==> config.mk <==
export PLATFORM = sky130hd
export DESIGN_NAME = two_way_cache_top
export DESIGN_NICKNAME = d
export VERILOG_FILES = /design/src/cache_pkg.sv /design/src/cache_way_store.sv /design/src/two_way_cache_controller.sv /design/src/two_way_cache_top.sv
export SDC_FILE = /design/constraint.sdc
export NUM_CORES = 2
export LEC_CHECK = 0
export BUFFER_PORTS_ARGS = -buffer_cell sky130_fd_sc_hd__buf_2
export CAP_MARGIN = 25
export CORE_UTILIZATION = 63
export DETAILED_ROUTE_END_ITERATION = 10
export GPL_TIMING_DRIVEN = 0
export PLACE_DENSITY = 0.8
export SYNTH_ARGS = -nofsm -noshare
export SYNTH_HDL_FRONTEND = slang
export SYNTH_HIERARCHICAL = 1
export SYNTH_SLANG_ARGS = --single-unit
export TNS_END_PERCENT = 5
==> constraint.sdc <==
create_clock -name clk -period 23.5 [get_ports clk]
set_input_delay 1.175 -clock clk [delete_from_list [all_inputs] [get_ports clk]]
set_output_delay 1.175 -clock clk [all_outputs]
set_load 0.01 [all_outputs]
==> src/cache_pkg.sv <==
`default_nettype none

package cache_pkg;

    localparam int BYTE_OFFSET = 2; // low address bits that select a byte in a word

    typedef logic [31:0] word_t;             // one data word
    typedef logic [31:0] addr_t;             // byte address
    typedef logic [31-BYTE_OFFSET:0] tag_t;  // full word address kept as tag

    // request from the requester
    typedef struct packed {
        logic  we;   // 1 for a write, 0 for a read
        addr_t addr; // byte address of the word
        word_t wd;   // write data, unused on reads
    } cache_req_t;

    // response back to the requester
    typedef struct packed {
        word_t rd;   // word read, or the word written
        logic  hit;  // line was present in either way
    } cache_rsp_t;

    // one stored line in a way
    typedef struct packed {
        logic  valid; // line holds real data
        logic  dirty; // line differs from ram
        tag_t  tag;   // word address of the line
        word_t data;  // the cached word
    } way_line_t;

    // dirty line leaving the cache
    typedef struct packed {
        addr_t addr;  // byte address in ram
        word_t data;  // evicted word
    } wb_t;

endpackage

`default_nettype wire

==> src/cache_way_store.sv <==
`timescale 1ns/100ps
`default_nettype none

module cache_way_store #(
    parameter int NUM_SETS = 16
) (
    input  logic                        clk,
    input  logic                        rst_n,
    input  logic [$clog2(NUM_SETS)-1:0] rd_set,  // set looked up this cycle
    output cache_pkg::way_line_t        rd_line, // registered line, one cycle later
    input  logic                        wr_en,
    input  logic [$clog2(NUM_SETS)-1:0] wr_set,
    input  cache_pkg::way_line_t        wr_line
);

    logic [NUM_SETS-1:0] valid_q;              // valid bits, cleared by reset
    logic                dirty_mem [NUM_SETS];
    cache_pkg::tag_t     tag_mem   [NUM_SETS];
    cache_pkg::word_t    data_mem  [NUM_SETS];

    logic                rd_valid_q;
    logic                rd_dirty_q;
    cache_pkg::tag_t     rd_tag_q;
    cache_pkg::word_t    rd_data_q;

    always_ff @(posedge clk or negedge rst_n) begin
        if (!rst_n) begin
            valid_q    <= '0;                 // whole way invalid
            rd_valid_q <= 1'b0;
        end else begin
            if (wr_en) begin
                valid_q[wr_set] <= wr_line.valid;
            end
            rd_valid_q <= valid_q[rd_set];    // old value on a same-set write
        end
    end

    always_ff @(posedge clk) begin
        if (wr_en) begin
            dirty_mem[wr_set] <= wr_line.dirty;
            tag_mem[wr_set]   <= wr_line.tag;
            data_mem[wr_set]  <= wr_line.data;
        end
        rd_dirty_q <= dirty_mem[rd_set];      // read before write
        rd_tag_q   <= tag_mem[rd_set];
        rd_data_q  <= data_mem[rd_set];
    end

    always_comb begin
        rd_line.valid = rd_valid_q;
        rd_line.dirty = rd_dirty_q;
        rd_line.tag   = rd_tag_q;
        rd_line.data  = rd_data_q;
    end

endmodule

`default_nettype wire

==> src/two_way_cache_controller.sv <==
`timescale 1ns/100ps
`default_nettype none

module two_way_cache_controller #(
    parameter int NUM_SETS = 16,
    parameter int CREDITS  = 2
) (
    input  logic                        clk,
    input  logic                        rst_n,
    input  logic                        req_valid,
    input  cache_pkg::cache_req_t       req,
    input  cache_pkg::way_line_t        way0_line,   // way 0 read, compare cycle
    input  cache_pkg::way_line_t        way1_line,   // way 1 read, compare cycle
    input  cache_pkg::word_t            mem_rd_data, // combinational ram read
    output logic                        way0_wr_en,
    output logic                        way1_wr_en,
    output logic [$clog2(NUM_SETS)-1:0] wr_set,
    output cache_pkg::way_line_t        wr_line,
    output cache_pkg::addr_t            mem_rd_addr,
    output logic                        wb_valid,
    output cache_pkg::wb_t              wb,
    output logic                        rsp_valid,
    output cache_pkg::cache_rsp_t       rsp,
    output logic                        credit_return
);

    localparam int SET_W = $clog2(NUM_SETS);
    localparam int CNT_W = $clog2(CREDITS + 1);

    typedef logic [SET_W-1:0] set_idx_t;
    typedef logic [CNT_W-1:0] credit_cnt_t;

    logic                  req_valid_q;  // request in compare cycle
    cache_pkg::cache_req_t req_q;
    set_idx_t              req_set;
    cache_pkg::tag_t       req_tag;

    logic                  fwd_valid_q;  // previous request wrote a line
    set_idx_t              fwd_set_q;
    logic                  fwd_way_q;
    cache_pkg::way_line_t  fwd_line_q;
    logic                  fwd_match;

    cache_pkg::way_line_t  way0_eff;
    cache_pkg::way_line_t  way1_eff;
    cache_pkg::way_line_t  sel_line;
    logic                  hit0;
    logic                  hit1;
    logic                  hit;
    logic                  victim_way;
    logic                  target_way;
    logic                  wr_any;
    logic [NUM_SETS-1:0]   lru_q;        // 1 bit per set, names the lru way
    cache_pkg::cache_rsp_t rsp_d;
    credit_cnt_t           credit_cnt_q; // credits held by the requester

    always_ff @(posedge clk or negedge rst_n) begin
        if (!rst_n) begin
            req_valid_q <= 1'b0;
        end else begin
            req_valid_q <= req_valid;
        end
    end

    always_ff @(posedge clk) begin
        req_q <= req;                    // sampled with the way reads
    end

    assign req_set = req_q.addr[cache_pkg::BYTE_OFFSET +: SET_W];
    assign req_tag = req_q.addr[$bits(cache_pkg::addr_t)-1:cache_pkg::BYTE_OFFSET];

    // way store read missed last cycle's write, so take the line just written
    assign fwd_match = fwd_valid_q && (fwd_set_q == req_set);
    assign way0_eff  = (fwd_match && !fwd_way_q) ? fwd_line_q : way0_line;
    assign way1_eff  = (fwd_match && fwd_way_q) ? fwd_line_q : way1_line;

    assign hit0       = way0_eff.valid && (way0_eff.tag == req_tag);
    assign hit1       = way1_eff.valid && (way1_eff.tag == req_tag);
    assign hit        = hit0 || hit1;
    assign victim_way = lru_q[req_set];
    assign target_way = hit ? hit1 : victim_way;      // hit way or lru victim
    assign sel_line   = target_way ? way1_eff : way0_eff;

    assign mem_rd_addr = {req_tag, {cache_pkg::BYTE_OFFSET{1'b0}}};
    assign wb_valid    = req_valid_q && !hit && sel_line.valid && sel_line.dirty;
    assign wb.addr     = {sel_line.tag, {cache_pkg::BYTE_OFFSET{1'b0}}};
    assign wb.data     = sel_line.data;

    assign wr_any     = req_valid_q && (req_q.we || !hit); // read hit leaves line as is
    assign way0_wr_en = wr_any && !target_way;
    assign way1_wr_en = wr_any && target_way;
    assign wr_set     = req_set;

    always_comb begin
        wr_line.valid = 1'b1;
        wr_line.dirty = req_q.we;                          // refill is clean
        wr_line.tag   = req_tag;
        wr_line.data  = req_q.we ? req_q.wd : mem_rd_data;
        rsp_d.hit     = hit;
        if (req_q.we) begin
            rsp_d.rd = req_q.wd;                           // echo the written word
        end else if (hit) begin
            rsp_d.rd = sel_line.data;
        end else begin
            rsp_d.rd = mem_rd_data;
        end
    end

    always_ff @(posedge clk or negedge rst_n) begin
        if (!rst_n) begin
            lru_q         <= '0;                           // way 0 is first victim
            fwd_valid_q   <= 1'b0;
            rsp_valid     <= 1'b0;
            credit_return <= 1'b0;
        end else begin
            if (req_valid_q) begin
                lru_q[req_set] <= ~target_way;             // other way becomes lru
            end
            fwd_valid_q   <= wr_any;
            rsp_valid     <= req_valid_q;
            credit_return <= req_valid_q;                  // one credit per response
        end
    end

    always_ff @(posedge clk) begin
        fwd_set_q  <= req_set;
        fwd_way_q  <= target_way;
        fwd_line_q <= wr_line;
        rsp        <= rsp_d;
    end

    always_ff @(posedge clk or negedge rst_n) begin
        if (!rst_n) begin
            credit_cnt_q <= credit_cnt_t'(CREDITS);
        end else begin
            case ({req_valid, credit_return})
                2'b10:   credit_cnt_q <= credit_cnt_q - 1'b1; // request spends one
                2'b01:   credit_cnt_q <= credit_cnt_q + 1'b1; // response gives one back
                default: credit_cnt_q <= credit_cnt_q;
            endcase
        end
    end

endmodule

`default_nettype wire

==> src/two_way_cache_top.sv <==
`timescale 1ns/100ps
`default_nettype none

module two_way_cache_top #(
    parameter int NUM_SETS = 16, // sets per way
    parameter int CREDITS  = 2   // requests allowed in flight
) (
    input  logic                  clk,
    input  logic                  rst_n,
    input  logic                  req_valid,
    input  cache_pkg::cache_req_t req,
    output logic                  credit_return,
    output logic                  rsp_valid,
    output cache_pkg::cache_rsp_t rsp,
    output cache_pkg::addr_t      mem_rd_addr,  // ram read address
    input  cache_pkg::word_t      mem_rd_data,  // same-cycle ram data
    output logic                  wb_valid,     // ram writes at next edge
    output cache_pkg::wb_t        wb
);

    localparam int SET_W = $clog2(NUM_SETS);

    logic [SET_W-1:0]     rd_set;     // set of the incoming request
    logic [SET_W-1:0]     wr_set;
    cache_pkg::way_line_t way0_line;
    cache_pkg::way_line_t way1_line;
    cache_pkg::way_line_t wr_line;
    logic                 way0_wr_en;
    logic                 way1_wr_en;

    assign rd_set = req.addr[cache_pkg::BYTE_OFFSET +: SET_W];

    cache_way_store #(
        .NUM_SETS(NUM_SETS)
    ) way0_store (
        .clk(clk),
        .rst_n(rst_n),
        .rd_set(rd_set),
        .rd_line(way0_line),
        .wr_en(way0_wr_en),
        .wr_set(wr_set),
        .wr_line(wr_line)
    );

    cache_way_store #(
        .NUM_SETS(NUM_SETS)
    ) way1_store (
        .clk(clk),
        .rst_n(rst_n),
        .rd_set(rd_set),
        .rd_line(way1_line),
        .wr_en(way1_wr_en),
        .wr_set(wr_set),
        .wr_line(wr_line)     // shared, enables pick the way
    );

    two_way_cache_controller #(
        .NUM_SETS(NUM_SETS),
        .CREDITS(CREDITS)
    ) cache_controller (
        .clk(clk),
        .rst_n(rst_n),
        .req_valid(req_valid),
        .req(req),
        .way0_line(way0_line),
        .way1_line(way1_line),
        .mem_rd_data(mem_rd_data),
        .way0_wr_en(way0_wr_en),
        .way1_wr_en(way1_wr_en),
        .wr_set(wr_set),
        .wr_line(wr_line),
        .mem_rd_addr(mem_rd_addr),
        .wb_valid(wb_valid),
        .wb(wb),
        .rsp_valid(rsp_valid),
        .rsp(rsp),
        .credit_return(credit_return)
    );

endmodule

`default_nettype wire
======== Word-level counts from Yosys, hierarchy flattened ========
Memory sizes are Yosys's and may differ from the RTL's. A register that Yosys moved wholly into a read port is not among the register bits.
Index checks and enable logic that the tools add are counted.
operators by class
  order comparisons ....................... 3
  equal/unequal tests ..................... 3
  mux-type cells .......................... 20
  bitwise gates (word level) .............. 3
  reduce and logical (&&, ||, !) cells .... 17
operators with widths
  cell                                                                number
  two-way mux 64 bit                                                  3
  two-way mux 32 bit                                                  3
  equality test 30 bit                                                2
  OR 16 bit                                                           2
  bitwise mux 16 bit                                                  1
  binary-select mux 1 bit (select 4 bit)                              3
  logical AND 1 bit                                                   12
  < comparator 4 x 5 -> 1 bit (second input constant)                 2
  two-way mux 1 bit                                                   9
  demux 1 bit (select 4 bit)                                          1
  equality test 4 bit                                                 1
  greater-or-equal comparator 4 x 1 -> 1 bit (second input constant)  1
  logical NOT 1 bit                                                   3
  logical OR 1 bit                                                    2
  NOT 1 bit                                                           1
storage, ports and cells
  bits in registers ....................... 219
  RAM bits ................................ 2016
  bits of input ports ..................... 100
  output and inout bits ................... 132
  memories ................................ 6
memories
  memory                words  width  read ports  clocked after Yosys merged registers in  wr ports  RTL line               source
  way0_store.data_mem   16     32     1           1                                        1         cache_way_store.sv:19  cache_pkg::word_t data_mem [NUM_SETS];
  way1_store.data_mem   16     32     1           1                                        1         cache_way_store.sv:19
  way0_store.tag_mem    16     30     1           1                                        1         cache_way_store.sv:18  cache_pkg::tag_t tag_mem [NUM_SETS];
  way1_store.tag_mem    16     30     1           1                                        1         cache_way_store.sv:18
  way0_store.dirty_mem  16     1      1           1                                        1         cache_way_store.sv:17  logic dirty_mem [NUM_SETS];
  way1_store.dirty_mem  16     1      1           1                                        1         cache_way_store.sv:17

======== Depth between registers and ports, before layout ========
  word-level depth ........................ 13
  depth in mapped cells ................... 18

======== By module ========
The synthesis kept the hierarchy.
modules (own cells, without submodules)
  module                    instances  cells an instance  area each (um^2)
  cache_way_store           2          1666               39705.6
  two_way_cache_controller  1          1310               10929.2

======== Least setup slack after synthesis ========
Ideal clock, no wire load.
  kind .................................... reg2reg
  from .................................... register cache_controller.req_q, in the netlist cache_controller/mem_rd_addr[5]
  to ...................................... register way1_store.valid_q[0]
  library setup time ...................... 87 ps
  arrival time ............................ 8671 ps
  setup slack ............................. 14743 ps
  cell stages (with the launch flop) ...... 18
  path buffers ............................ 5
  period minus slack after synthesis ...... 8757 ps
  cells stage by stage .................... dfxtp_1 > buf_2 > xnor2_1 > and4_1 > buf_4 > nand3_2 > o211a_1 > or3_1 > or4_1 > nand4b_4 > and2_1 > buf_6 > buf_6 > buf_2 > nor2_1 > or3b_2 > nor3_1 > mux2_2
on the way
  word-level cells in the longest chain between the ends .. 11
  elaborated cells on any way between the ends .. 24
RTL lines
  item                                            RTL line                                                        source
  start: declaration                              two_way_cache_controller.sv:34                                  cache_pkg::cache_req_t req_q;
  start signal: assignment                        two_way_cache_controller.sv:66                                  req_q <= req;
  equality test 4 bit                             two_way_cache_controller.sv:73                                  assign fwd_match = fwd_valid_q && (fwd_set_q == req_set);
  logical AND 1 bit                               two_way_cache_controller.sv:73
  logical AND 1 bit, on equally long branches     two_way_cache_controller.sv:74, two_way_cache_controller.sv:75
  two-way mux 64 bit, on equally long branches    two_way_cache_controller.sv:74, two_way_cache_controller.sv:75
  equality test 30 bit, on equally long branches  two_way_cache_controller.sv:77, two_way_cache_controller.sv:78
  logical AND 1 bit, on equally long branches     two_way_cache_controller.sv:77, two_way_cache_controller.sv:78
  logical OR 1 bit                                two_way_cache_controller.sv:79                                  assign hit = hit0 || hit1;
  logical NOT 1 bit                               two_way_cache_controller.sv:89                                  assign wr_any = req_valid_q && (req_q.we || !hit);
  logical OR 1 bit                                two_way_cache_controller.sv:89
  logical AND 1 bit                               two_way_cache_controller.sv:89
  logical AND 1 bit *                             two_way_cache_controller.sv:91                                  assign way1_wr_en = wr_any && target_way;
  via way1_wr_en                                  two_way_cache_top.sv:29                                         logic way1_wr_en;
  end signal: indexed assignment                  cache_way_store.sv:32                                           valid_q[wr_set] <= wr_line.valid;
  end: declaration                                cache_way_store.sv:16                                           logic [NUM_SETS-1:0] valid_q;
Mark *: on every way through the listed nets, which the timed path passes. The rest lies on a longest branch. The select of a mux whose other input is x is not followed.
A chain may end at the register's enable or synchronous reset.

==> results.py <==
metrics = {
    "run_status": {
        "status": "finished, final reports clean",
    },
    "global_route": {
        "grt_pass1_vias": 52800,
        "overflow": 0,
        "grt.total_usage_pct": 37.7,
        "grt_pass1_wl_mm": 383,
        "grt_start_max_net_pins": 40,
        "antenna_found_initial": 16,
    },
    "timing": {
        "setup_viol_count_final": 0,
        "tns_ns": 0,
        "finClkSkew_ns": 0.0501,
        "max_freq_mhz": 128,
        "period_share_pct": 33.2,
        "drv_slew": 0,
        "finalHoldViolCount": 0,
        "period_needed_ns": 7.80,
        "slew_headroom_pct": 25.5,
        "worst_slew_pin_slew_ns": 1.12,
        "rsz0062_at_grt": "no",
    },
    "setup_path": {
        "slowest_delay_ns": 0.69,
        "crit_arrival_ns": 6.62,
        "slowest_stage": "o22ai_1",
        "worstPathCellList": "buf_2 > xnor2_1 > nand4_2 > nor3_4 > mux2i_1 > nor2_1 > a2111oi_2 > nand4b_4 > buf_2 > a21oi_1 > buf_2 > a22oi_1 > o22ai_1 > buf_2",
        "cp_num_buf_inv": 4,
        "crit_required_ns": 22.33,
        "worstPathMaxFanout": 10,
        "crit_path_end_kind": "output pin",
        "path_class": "reg -> out",
        "worst_setup_path_start_kind": "register",
        "cp_top_family": "compound AO/OA/AOI/OAI gates",
        "cpMostUsedCell": "buf_2",
    },
    "job": {
        "maxCapViolCount": 0,
    },
    "yosys": {
        "avgSynthCellArea_sq_um": 19.5,
        "synth_seq_cells": 2355,
        "synthTopCellsByCount": "edfxtp_1, mux4_2, a22oi_1, dfxtp_1, nand2_1",
        "synth_edf_count": 2016,
        "synth_top_area_share_pct": 67.0,
        "ys_seq_area_share_pct": 74.8,
        "synth_area_leaders": "edfxtp_1, mux4_2, dfxtp_1",
        "yosysTopAreaCell": "edfxtp_1",
        "netlist_instances": 4642,
        "synth_async_sr_flop_share_pct": 2.25,
        "synthFlopType": "edfxtp_1",
        "ys_types": 66,
        "synth_area_sq_mm": 0.0903,
        "synthMostInstantiatedCell": "edfxtp_1",
        "yosysWarnings": 6,
    },
    "cts": {
        "clock_sinks": 2355,
        "root_buffer": "clkbuf_16",
        "cts_made_buffers": 220,
        "cts.path.max_buffers": 3,
        "cts_post_setup_buffers_inserted": 0,
        "tritoncts": "yes",
        "clk_transition_reported_paths_ns": 0.07,
        "cts_resized": 0,
        "clk_latency_ns": 0.87,
        "cts-htree-levels": 4,
        "cts_hold_buf": 0,
    },
    "floorplanning": {
        "die-width_um": 381,
        "die_area_sq_mm": 0.145,
        "ios": 232,
        "die_y_um": 381,
        "core_sq_mm": 0.142,
        "initial_core_util_pct": 63.7,
        "placementRows": 138,
    },
    "placement": {
        "gp_congestion": 0.970,
        "portBuffers": 225,
        "dpl_cell_area_sq_mm": 0.0966,
        "hpwl_mm": 171,
    },
    "cells_and_area": {
        "regArea_sq_mm": 0.0676,
        "fin_area_sq_mm": 0.104,
        "multi_input_area_sq_mm": 0.0209,
        "syn_to_final_growth_pct": 15.2,
        "drive_above_1_share_pct": 28.2,
        "finish.net_count": 5338,
        "fill_cells": 7696,
    },
    "power_and_ir_drop": {
        "power.leakage_nw": 34.5,
        "power_density_mw_per_mm2": 91.9,
        "peakVddDrop_mv": 0.0833,
    },
    "routing": {
        "drtIter0Drc": 9503,
        "ant_nets": 0,
        "first_pass_iters": 9,
        "vias": 53200,
        "post-route-drc-count": 0,
        "vias_per_cell": 7.26,
        "avgRoutedWirePerCell_um": 37.0,
        "wl_mm": 271,
    },
    "min_path": {
        "hold_path.class": "in -> async",
    },
}
path summary, 6_finish.rpt:
check                                                 start                              end  slack [ns]  depth (start not counted)
max in group asynchronous                             rst_n       cache_controller/lru_q[10]       22.70                          2
hold reg to reg            cache_controller/mem_rd_addr[18]  cache_controller/fwd_line_q[48]        0.48                          0
setup / recovery            cache_controller/mem_rd_addr[5]                           wb[35]       15.70                         14
setup reg to reg            cache_controller/mem_rd_addr[5]      way1_store/data_mem[12][15]       16.36                         20
hold / removal                                        rst_n            way0_store/valid_q[8]        0.22                          1
min in group clk                                    req[27]       cache_controller/req_q[27]        0.41                          1
kinds of logic after synthesis:
family	synth area share, %
other	0.00831
flip-flops	74.8
AO/OA/AOI/OAI	5.22
AND/OR/NAND/NOR	3.22
buffers and inverters	2.33
XOR/XNOR	0.494
multiplexers	13.9
layer usage:
metal / vias up / GRT usage [%] / share of wire [%]
met2: 5029 / 57.4 / 46
met1: 27000 / 49.2 / 33
met5: - / 0 / 0.039
met3: 915 / 13.1 / 15
met4: 16 / 17.9 / 5.2
li1: 20300 / - / -
power by group:
part | internal (mW) | total [mW] | switching, mW
combinational | 0.365 | 1.13 | 0.765
clock | 2.08 | 3.66 | 1.57
sequential | 4.68 | 4.78 | 0.0944
total | 7.13 | 9.56 | 2.43
cell usage in the layout, fill, tap and decap left out, types with 35 or more instances in the layout:
cell	n
edfxtp_1	2016
mux4_2	517
a22oi_1	286
dfxtp_1	286
buf_2	268
clkbuf_16	225
clkbuf_1	209
nand2_1	172
nand3_1	143
nor2_1	104
buf_6	94
buf_4	91
o31ai_1	76
a21oi_1	72
nand2b_1	70
mux2_2	69
dfrtp_1	53
buf_1	46
buf_12	44
o21ai_0	42
clkinv_2	38
xnor2_1	37
o22ai_1	35
clkbuf_8	35
worst reg2reg max path: stages, from the launching register on:
cell and delay, ns:
dfxtp_1 0.62, buf_2 0.37, xnor2_1 0.19, nand4_2 0.41
nor3_4 0.65, mux2i_1 0.35, a2111oi_0 0.16, nand4_1 0.25
o21ai_2 0.30, nand2b_1 0.17, clkbuf_1 0.35, clkbuf_1 0.49
nand2_1 0.21, nor2_1 0.27, nand3_1 0.34, nor3_2 0.71
buf_6 0.24, buf_6 0.20, buf_8 0.20, buf_6 0.17
buf_6 0.19
flip-flops by register name (all words and copies together), names as in the netlist, 32 cells and up:
| signal | cells |
|---|---|
| cache_controller/req_q | 32 |
| way0_store/data_mem | 512 |
| cache_controller/rsp | 33 |
| way0_store/tag_mem | 480 |
| way1_store/tag_mem | 480 |
| way1_store/rd_data_q | 32 |
| cache_controller/fwd_line_q | 60 |
| way1_store/data_mem | 512 |
| way0_store/rd_data_q | 32 |
cell type report:
| cell class | count | share of cell area, % |
|---|---|---|
| inverters | 24 | 0.0866 |
| clock inverters | 96 | 1.02 |
| flip-flops and latches | 2355 | 64.9 |
| well taps | 1890 | 2.27 |
| multi-input cells | 1903 | 20.1 |
| clock buffers | 322 | 6.10 |
| diodes | 8 | 0.0192 |
| repair buffers | 371 | 3.54 |
| plain buffers | 363 | 1.94 |
per-stage QoR:
step | power [mW] | hold WS (ns) | cells | setup WS, ns | utilization, %
2_1_floorplan | 5.43 | 0.350 | 4645 | 14.74 | -
3_3_place_gp | 5.88 | 0.467 | 6760 | 7.21 | 66.1
3_5_place_dp | 5.92 | 0.470 | 6906 | 16.65 | 68.1
4_1_cts | 9.52 | 0.190 | 7324 | 15.99 | 73.3
5_1_grt | 9.76 | 0.228 | 7324 | 15.69 | 73.3
6_report | 9.56 | 0.224 | 7332 | 15.70 | 73.3
(Power assumes the default switching activity.)
